**src/hdl/frame_pkg.sv**
```systemverilog
package frame_pkg;

  // Stream beat
  localparam int DATA_WIDTH = 8;

  // Frame FIFO storage, 2**ADDR_WIDTH beats
  localparam int ADDR_WIDTH = 4;

  // Legal frame length in beats
  localparam int MIN_FRAME_LEN = 2;
  localparam int MAX_FRAME_LEN = 12;

  // Checker beat counter, must hold MAX_FRAME_LEN + 2
  localparam int LEN_WIDTH = 4;

  // Statistics counters
  localparam int STAT_WIDTH = 16;

  // Position of the checker within a frame
  typedef enum logic [1:0] {
    CHK_FIRST = 2'd0,  // Next beat opens a frame
    CHK_BODY  = 2'd1,  // Inside a frame, length still legal
    CHK_LONG  = 2'd2   // Already past MAX_FRAME_LEN
  } check_state_t;

endpackage

```
**src/hdl/frame_fifo.sv**
```systemverilog
`timescale 1ns/100ps

module frame_fifo (
  input  logic                             clk,
  input  logic                             rst,
  input  logic [frame_pkg::DATA_WIDTH-1:0] chk_data,
  input  logic                             chk_valid,
  input  logic                             chk_last,
  input  logic                             chk_bad,
  input  logic                             out_ready,
  output logic [frame_pkg::DATA_WIDTH-1:0] out_data,
  output logic                             out_valid,
  output logic                             out_last,
  output logic                             drop_bad,
  output logic                             drop_overflow
);

  // Entry holds the last flag above the data byte
  logic [frame_pkg::DATA_WIDTH:0] mem [2**frame_pkg::ADDR_WIDTH-1:0];
  logic [frame_pkg::DATA_WIDTH:0] out_reg;

  logic [frame_pkg::ADDR_WIDTH:0] wr_ptr;      // Committed frames end here
  logic [frame_pkg::ADDR_WIDTH:0] wr_ptr_cur;  // Frame being written
  logic [frame_pkg::ADDR_WIDTH:0] rd_ptr;

  logic discard;  // Rest of an overflowed frame is skipped
  logic full_cur;
  logic empty;
  logic wr_en;
  logic read;

  // Extra pointer bit tells a full memory from an empty one
  assign full_cur =
    (wr_ptr_cur[frame_pkg::ADDR_WIDTH] != rd_ptr[frame_pkg::ADDR_WIDTH]) &&
    (wr_ptr_cur[frame_pkg::ADDR_WIDTH-1:0] == rd_ptr[frame_pkg::ADDR_WIDTH-1:0]);

  assign empty = (wr_ptr == rd_ptr);  // Read side sees committed entries only

  assign wr_en = chk_valid & ~discard & ~full_cur;

  // Output register may be refilled while its beat is taken
  assign read = (out_ready | ~out_valid) & ~empty;

  assign {out_last, out_data} = out_reg;

  always_ff @(posedge clk) begin
    if (rst) begin
      wr_ptr        <= '0;
      wr_ptr_cur    <= '0;
      discard       <= 1'b0;
      drop_bad      <= 1'b0;
      drop_overflow <= 1'b0;
    end else begin
      drop_bad      <= 1'b0;
      drop_overflow <= 1'b0;
      if (chk_valid) begin
        if (discard | full_cur) begin
          // No room, roll back and wait for the end of the frame
          wr_ptr_cur    <= wr_ptr;
          discard       <= ~chk_last;
          drop_overflow <= chk_last;
        end else begin
          wr_ptr_cur <= wr_ptr_cur + 1'b1;
          if (chk_last) begin
            if (chk_bad) begin
              wr_ptr_cur <= wr_ptr;
              drop_bad   <= 1'b1;
            end else begin
              wr_ptr <= wr_ptr_cur + 1'b1;  // Commit, frame now visible to read side
            end
          end
        end
      end
    end
  end

  always_ff @(posedge clk) begin
    if (wr_en) begin
      mem[wr_ptr_cur[frame_pkg::ADDR_WIDTH-1:0]] <= {chk_last, chk_data};
    end
  end

  always_ff @(posedge clk) begin
    if (rst) begin
      rd_ptr    <= '0;
      out_valid <= 1'b0;
    end else begin
      if (read) begin
        rd_ptr <= rd_ptr + 1'b1;
      end
      if (out_ready | ~out_valid) begin
        out_valid <= ~empty;  // Holds until the transfer
      end
    end
  end

  always_ff @(posedge clk) begin
    if (read) begin
      out_reg <= mem[rd_ptr[frame_pkg::ADDR_WIDTH-1:0]];
    end
  end

endmodule

```
**src/hdl/frame_rx_path.sv**
```systemverilog
`timescale 1ns/100ps

module frame_rx_path (
  input  logic                             clk,
  input  logic                             rst,
  input  logic [frame_pkg::DATA_WIDTH-1:0] in_data,
  input  logic                             in_valid,
  input  logic                             in_last,
  input  logic                             in_err,
  input  logic                             out_ready,
  output logic [frame_pkg::DATA_WIDTH-1:0] out_data,
  output logic                             out_valid,
  output logic                             out_last,
  output logic [frame_pkg::STAT_WIDTH-1:0] good_count,
  output logic [frame_pkg::STAT_WIDTH-1:0] bad_count,
  output logic [frame_pkg::STAT_WIDTH-1:0] overflow_count
);

  logic [frame_pkg::DATA_WIDTH-1:0] chk_data;
  logic                             chk_valid;
  logic                             chk_last;
  logic                             chk_bad;

  logic drop_bad;
  logic drop_overflow;

  rx_frame_checker rx_frame_checker_inst (
    .clk       (clk),
    .rst       (rst),
    .in_data   (in_data),
    .in_valid  (in_valid),
    .in_last   (in_last),
    .in_err    (in_err),
    .chk_data  (chk_data),
    .chk_valid (chk_valid),
    .chk_last  (chk_last),
    .chk_bad   (chk_bad)
  );

  frame_fifo frame_fifo_inst (
    .clk           (clk),
    .rst           (rst),
    .chk_data      (chk_data),
    .chk_valid     (chk_valid),
    .chk_last      (chk_last),
    .chk_bad       (chk_bad),
    .out_ready     (out_ready),
    .out_data      (out_data),
    .out_valid     (out_valid),
    .out_last      (out_last),
    .drop_bad      (drop_bad),
    .drop_overflow (drop_overflow)
  );

  // Watches the output handshake next to the FIFO drop pulses
  frame_stats frame_stats_inst (
    .clk            (clk),
    .rst            (rst),
    .drop_bad       (drop_bad),
    .drop_overflow  (drop_overflow),
    .out_valid      (out_valid),
    .out_ready      (out_ready),
    .out_last       (out_last),
    .good_count     (good_count),
    .bad_count      (bad_count),
    .overflow_count (overflow_count)
  );

endmodule

```
**src/hdl/frame_stats.sv**
```systemverilog
`timescale 1ns/100ps

module frame_stats (
  input  logic                             clk,
  input  logic                             rst,
  input  logic                             drop_bad,
  input  logic                             drop_overflow,
  input  logic                             out_valid,
  input  logic                             out_ready,
  input  logic                             out_last,
  output logic [frame_pkg::STAT_WIDTH-1:0] good_count,
  output logic [frame_pkg::STAT_WIDTH-1:0] bad_count,
  output logic [frame_pkg::STAT_WIDTH-1:0] overflow_count
);

  logic delivered;

  // Increment that sticks at all ones
  function automatic logic [frame_pkg::STAT_WIDTH-1:0] sat_inc(
    input logic [frame_pkg::STAT_WIDTH-1:0] value
  );
    if (&value) begin
      sat_inc = value;
    end else begin
      sat_inc = value + 1'b1;
    end
  endfunction

  assign delivered = out_valid & out_ready & out_last;  // Last beat transferred

  always_ff @(posedge clk) begin
    if (rst) begin
      good_count     <= '0;
      bad_count      <= '0;
      overflow_count <= '0;
    end else begin
      if (delivered) begin
        good_count <= sat_inc(good_count);
      end
      if (drop_bad) begin
        bad_count <= sat_inc(bad_count);
      end
      if (drop_overflow) begin
        overflow_count <= sat_inc(overflow_count);
      end
    end
  end

endmodule

```
**src/hdl/rx_frame_checker.sv**
```systemverilog
`timescale 1ns/100ps

module rx_frame_checker (
  input  logic                             clk,
  input  logic                             rst,
  input  logic [frame_pkg::DATA_WIDTH-1:0] in_data,
  input  logic                             in_valid,
  input  logic                             in_last,
  input  logic                             in_err,
  output logic [frame_pkg::DATA_WIDTH-1:0] chk_data,
  output logic                             chk_valid,
  output logic                             chk_last,
  output logic                             chk_bad
);

  frame_pkg::check_state_t state;

  logic [frame_pkg::LEN_WIDTH-1:0] beat_cnt;  // Beats before the current one
  logic                            err_seen;  // Sticky in_err of this frame

  logic [frame_pkg::LEN_WIDTH-1:0] beat_len;
  logic                            err_any;
  logic                            len_bad;

  // Length and error status including the beat on the input
  always_comb begin
    beat_len = beat_cnt + 1'b1;
    err_any  = in_err | err_seen;
    if (state == frame_pkg::CHK_FIRST) begin
      beat_len = {{(frame_pkg::LEN_WIDTH - 1){1'b0}}, 1'b1};  // Stale count ignored
    end
    len_bad = (state == frame_pkg::CHK_LONG) ||
              (int'(beat_len) < frame_pkg::MIN_FRAME_LEN) ||
              (int'(beat_len) > frame_pkg::MAX_FRAME_LEN);
  end

  always_ff @(posedge clk) begin
    if (rst) begin
      state     <= frame_pkg::CHK_FIRST;
      beat_cnt  <= '0;
      err_seen  <= 1'b0;
      chk_valid <= 1'b0;
    end else begin
      chk_valid <= in_valid;
      if (in_valid) begin
        if (in_last) begin
          state    <= frame_pkg::CHK_FIRST;
          err_seen <= 1'b0;
        end else begin
          err_seen <= err_any;
          if (state != frame_pkg::CHK_LONG) begin  // Count freezes once too long
            beat_cnt <= beat_len;
            if (int'(beat_len) > frame_pkg::MAX_FRAME_LEN) begin
              state <= frame_pkg::CHK_LONG;
            end else begin
              state <= frame_pkg::CHK_BODY;
            end
          end
        end
      end
    end
  end

  always_ff @(posedge clk) begin
    if (in_valid) begin
      chk_data <= in_data;
      chk_last <= in_last;
      chk_bad  <= in_last & (err_any | len_bad);  // Only valid on the last beat
    end
  end

endmodule

```
**config.mk**
```make
export PLATFORM = sky130hd
export DESIGN_NAME = frame_rx_path
export DESIGN_NICKNAME = d
export VERILOG_FILES = /design/src/hdl/frame_pkg.sv /design/src/hdl/frame_fifo.sv /design/src/hdl/frame_rx_path.sv /design/src/hdl/frame_stats.sv /design/src/hdl/rx_frame_checker.sv
export SDC_FILE = /design/constraint.sdc
export NUM_CORES = 1
export LEC_CHECK = 0
export ABC_AREA = 0
export BUFFER_PORTS_ARGS = -buffer_cell sky130_fd_sc_hd__buf_2
export CAP_MARGIN = 25
export CELL_PAD_IN_SITES_DETAIL_PLACEMENT = 0
export CELL_PAD_IN_SITES_GLOBAL_PLACEMENT = 1
export CORE_MARGIN = 5
export CORE_UTILIZATION = 45
export DETAILED_ROUTE_END_ITERATION = 7
export HOLD_SLACK_MARGIN = 0.05
export PLACE_DENSITY = 0.73
export SETUP_SLACK_MARGIN = 0.5
export SLEW_MARGIN = 20
export SYNTH_ARGS = -nofsm -noshare
export SYNTH_HDL_FRONTEND = slang
export SYNTH_HIERARCHICAL = 1
export SYNTH_SLANG_ARGS = --single-unit
```
**constraint.sdc**
```tcl
create_clock -name clk -period 1.7 [get_ports clk]
set_input_delay 0.34 -clock clk [delete_from_list [all_inputs] [get_ports clk]]
set_output_delay 0.34 -clock clk [all_outputs]
set_load 0.01 [all_outputs]
```
==> out/qor.txt <==
Startpoint Class: flip-flop
most numerous cell in the Yosys netlist: edfxtp_1
Final setup viols: 159
htree depth: 1
Leakage: 5.16 nW
pwr dens: 975 nW/um^2
DP HPWL: 15,700 um
Area Overhead vs Synth: 44.3%
Synth Instances: 742
R2R depth: 6
Mean Syn Cell Area: 13.8 sq um
Hold Path Class: in2reg
fin crit period: 1.83 ns
status: finished with violations
first drt pass iteration count: 5
clock insertion delay at the later pin of the skew report: 0.53 ns
crit path from: frame_fifo_inst/rd_ptr[0]$_SDFFE_PP0P_
number of enable flip-flop cells after synthesis: 163
Netlist cell types: 72
Detail Route Antenna Nets: 0
synth warn: 6
post-synthesis async set-or-reset flop share: 0%
Synth Flop Type: edfxtp_1
total track usage: 19.2%
nets: 999
violated checks: setup timing
TritonCTS clock tree: yes
IO Count: 72
crit path max fanout: 7
initial drt markers: 641
combinational share of power: 18.1%
Max stage delay on crit path: 0.48 ns
Worst Path Arrival: 2.10 ns
top cells by area, synth: edfxtp_1 (48%), dfxtp_1 (15%), mux4_2 (7.9%)
share of layout cells above drive strength 1: 53.5%
drt wl/cell: 20.8 um
Cells after DPL: 1,113
crit path cell chain: buf_4 -> buf_12 -> mux4_2 -> nor2b_1 -> a211oi_4 -> a21oi_1
Fin Hold WS: 0.0775 ns
Slowest cell on crit path: mux4_2
Seq/Total Area, Yosys: 62.6%
most frequent cells after synthesis: edfxtp_1 (163), dfxtp_1 (75), a21oi_1 (48)
Worst-path clk slew: 0.06 ns
worst-margin pin slew: 0.704 ns
largest net degree at the start of global routing: 44
final non-filler cell total: 1,280
DRT Wirelength: 26,700 um
detail-routed via count per cell: 5.78
grt ovf: 0
DP Area: 11,800 sq um
number of core rows: 55
design area: 14,700 sq um
vias in the first global route: 7,147
R2R Setup Slk: -0.13 ns
sequential power share: 46.0%
gpl congestion: 0.852
Int Pwr: 10.7 mW
critical path type: reg2reg
Rel. slew slack: 53.0%
Sw Pwr: 3.67 mW
MaxCap Viol Count: 0
RSZ-0062 raised after global routing: yes
mapped cell area: 10,200 sq um
die height: 161 um
Final Worst Setup Slack: -0.126 ns
crit path to: frame_fifo_inst/out_reg[7]$_DFFE_PP_
clk buf depth: 3
total core area: 22,500 sq um
Layout Utilization: 65.5%
initial antenna violation count: 0
routed via count: 7,397
Synth Net Count: 765
final hold vios: 0
Fmax achieved: 548 MHz
Final Cycle Share: 107%
first-pass GRT wire length: 39,900 um
clock power share: 35.9%
total die area: 25,800 sq um
WP data required: 1.97 ns
RR Endpoint: frame_fifo_inst/out_reg[7]$_DFFE_PP_
Starting Density: 45.4%
post-synthesis sequential element count: 238
Clock Tree Root: clkbuf_16
Antenna diodes: 0
Pwr Total: 14.4 mW
CTS buffer count: 25
Layout Skew: 0.0138 ns
cell taking the most area after synthesis: edfxtp_1
VDD IR max: 957 uV
FF-to-FF Start: frame_fifo_inst/rd_ptr[0]$_SDFFE_PP0P_
Critical Path Sink Type: flip-flop
pins over their slew limit: 0
DRC Markers: 0
# port buffers: 71
max FFs per register: 144
sw frac: 25.5%
CTS Sinks: 238
top cell type's share of synthesized area: 47.9%
Die W: 161 um
==> metal layers <==
layer | vias up | part of all wire, % | GRT usage (%)
met5 | - | 0 | 0
li1 | 3439 | - | -
met4 | 0 | 1.1 | 4.03
met1 | 3732 | 42 | 26.7
met3 | 27 | 6.2 | 4.05
met2 | 199 | 51 | 31.4
==> cells in the final DEF (no fill, tap or decap), types with 9 or more instances in the layout <==
master | synthesis | layout
a21oi_1 | 48 | 30
a21oi_2 | 1 | 16
and3_4 | 0 | 39
buf_2 | 10 | 23
buf_4 | 5 | 97
buf_6 | 2 | 88
clkbuf_16 | 0 | 25
dfxtp_1 | 75 | 19
dfxtp_2 | 0 | 9
dfxtp_4 | 0 | 47
edfxtp_1 | 163 | 163
inv_1 | 12 | 12
mux2i_1 | 16 | 11
mux4_2 | 36 | 36
nand2_1 | 27 | 24
nand3_1 | 28 | 17
nand3_4 | 0 | 11
nand4_1 | 13 | 13
nor2_1 | 39 | 32
nor2b_1 | 25 | 24
o31ai_1 | 14 | 9
or4_4 | 0 | 10
xor2_1 | 10 | 9
==> metrics by stage <==
| stage | TNS [ns] | setup slack, ns |
|---|---|---|
| finish | -13.84 | -0.126 |
| global route | -24.28 | -0.204 |
| CTS | -11.93 | -0.118 |
| detailed placement | -12.16 | -0.219 |
| global placement | -6.52 | -0.195 |
| floorplan | 0 | 0.0480 |
==> cell type report <==
cell class              instances  area [sq um]
repair buffers                230          2230
well taps                     285           357
clock inverters                16           125
clock buffers                  30           644
inverters                      13          50.0
flip-flops and latches        238          6580
fillers                      1532          7750
multi-input cells             468          4760
==> kinds of logic (layout without fill, tap and decap cells) <==
| logic type | Yosys count | count (layout) | share of synthesized area, % |
|---|---|---|---|
| mux | 61 | 61 | 10.5 |
| simple gates | 229 | 245 | 12.8 |
| buf+inv | 52 | 289 | 2.45 |
| xor+xnor | 17 | 17 | 1.46 |
| compound gates | 136 | 136 | 9.11 |
| flops | 238 | 238 | 62.6 |
| fa+ha+maj | 9 | 9 | 1.10 |
==> worst max-delay path, delay by kind of cell, from the launching register on <==
kind / cells / cell delay (ns)
mux: 1 / 0.48
buf+inv: 2 / 0.28
simple gates: 1 / 0.17
flops: 1 / 0.37
compound gates: 2 / 0.27
==> repair_timing <==
| item | 4_1_cts | 5_1_grt |
|---|---|---|
| cloned | 21 | 1 |
| setup buffers | 26 | 65 |
| gates resized for setup | 74 | 197 |
| hold endpoints to repair | 8 | 0 |
| hold buffers | 8 | 0 |
| pin swaps | 30 | 63 |
| setup endpoints to repair | 290 | 290 |
==> worst min path at each step <==
| stage | end | slack, ns | cells after the start | start |
|---|---|---|---|---|
| 3_3_place_gp | frame_stats_inst/good_count[7]$_SDFFE_PP0P_ | 0.47 | 1 | frame_stats_inst/good_count[7]$_SDFFE_PP0P_ |
| 4_1_cts | rx_frame_checker_inst/chk_last$_DFFE_PP_ | 0.06 | 1 | in_last |
| 5_1_grt | rx_frame_checker_inst/chk_last$_DFFE_PP_ | 0.05 | 1 | in_last |
| 2_1_floorplan | rx_frame_checker_inst/err_seen$_SDFFE_PP0P_ | 0.44 | 1 | in_valid |
| 3_5_place_dp | frame_stats_inst/good_count[7]$_SDFFE_PP0P_ | 0.48 | 1 | frame_stats_inst/good_count[7]$_SDFFE_PP0P_ |
| 6_report | rx_frame_checker_inst/chk_last$_DFFE_PP_ | 0.08 | 1 | in_last |
==> power groups by stage <==
stage | Sequential [mW] | Clock (mW) | Combinational, mW
floorplan | 6.76 | 0 | 1.26
global placement | 6.77 | 0 | 1.97
detailed placement | 6.78 | 0 | 2.00
CTS | 6.63 | 5.26 | 2.40
global route | 6.64 | 5.59 | 2.78
finish | 6.61 | 5.16 | 2.61
Power figures use the tool's default switching activity.
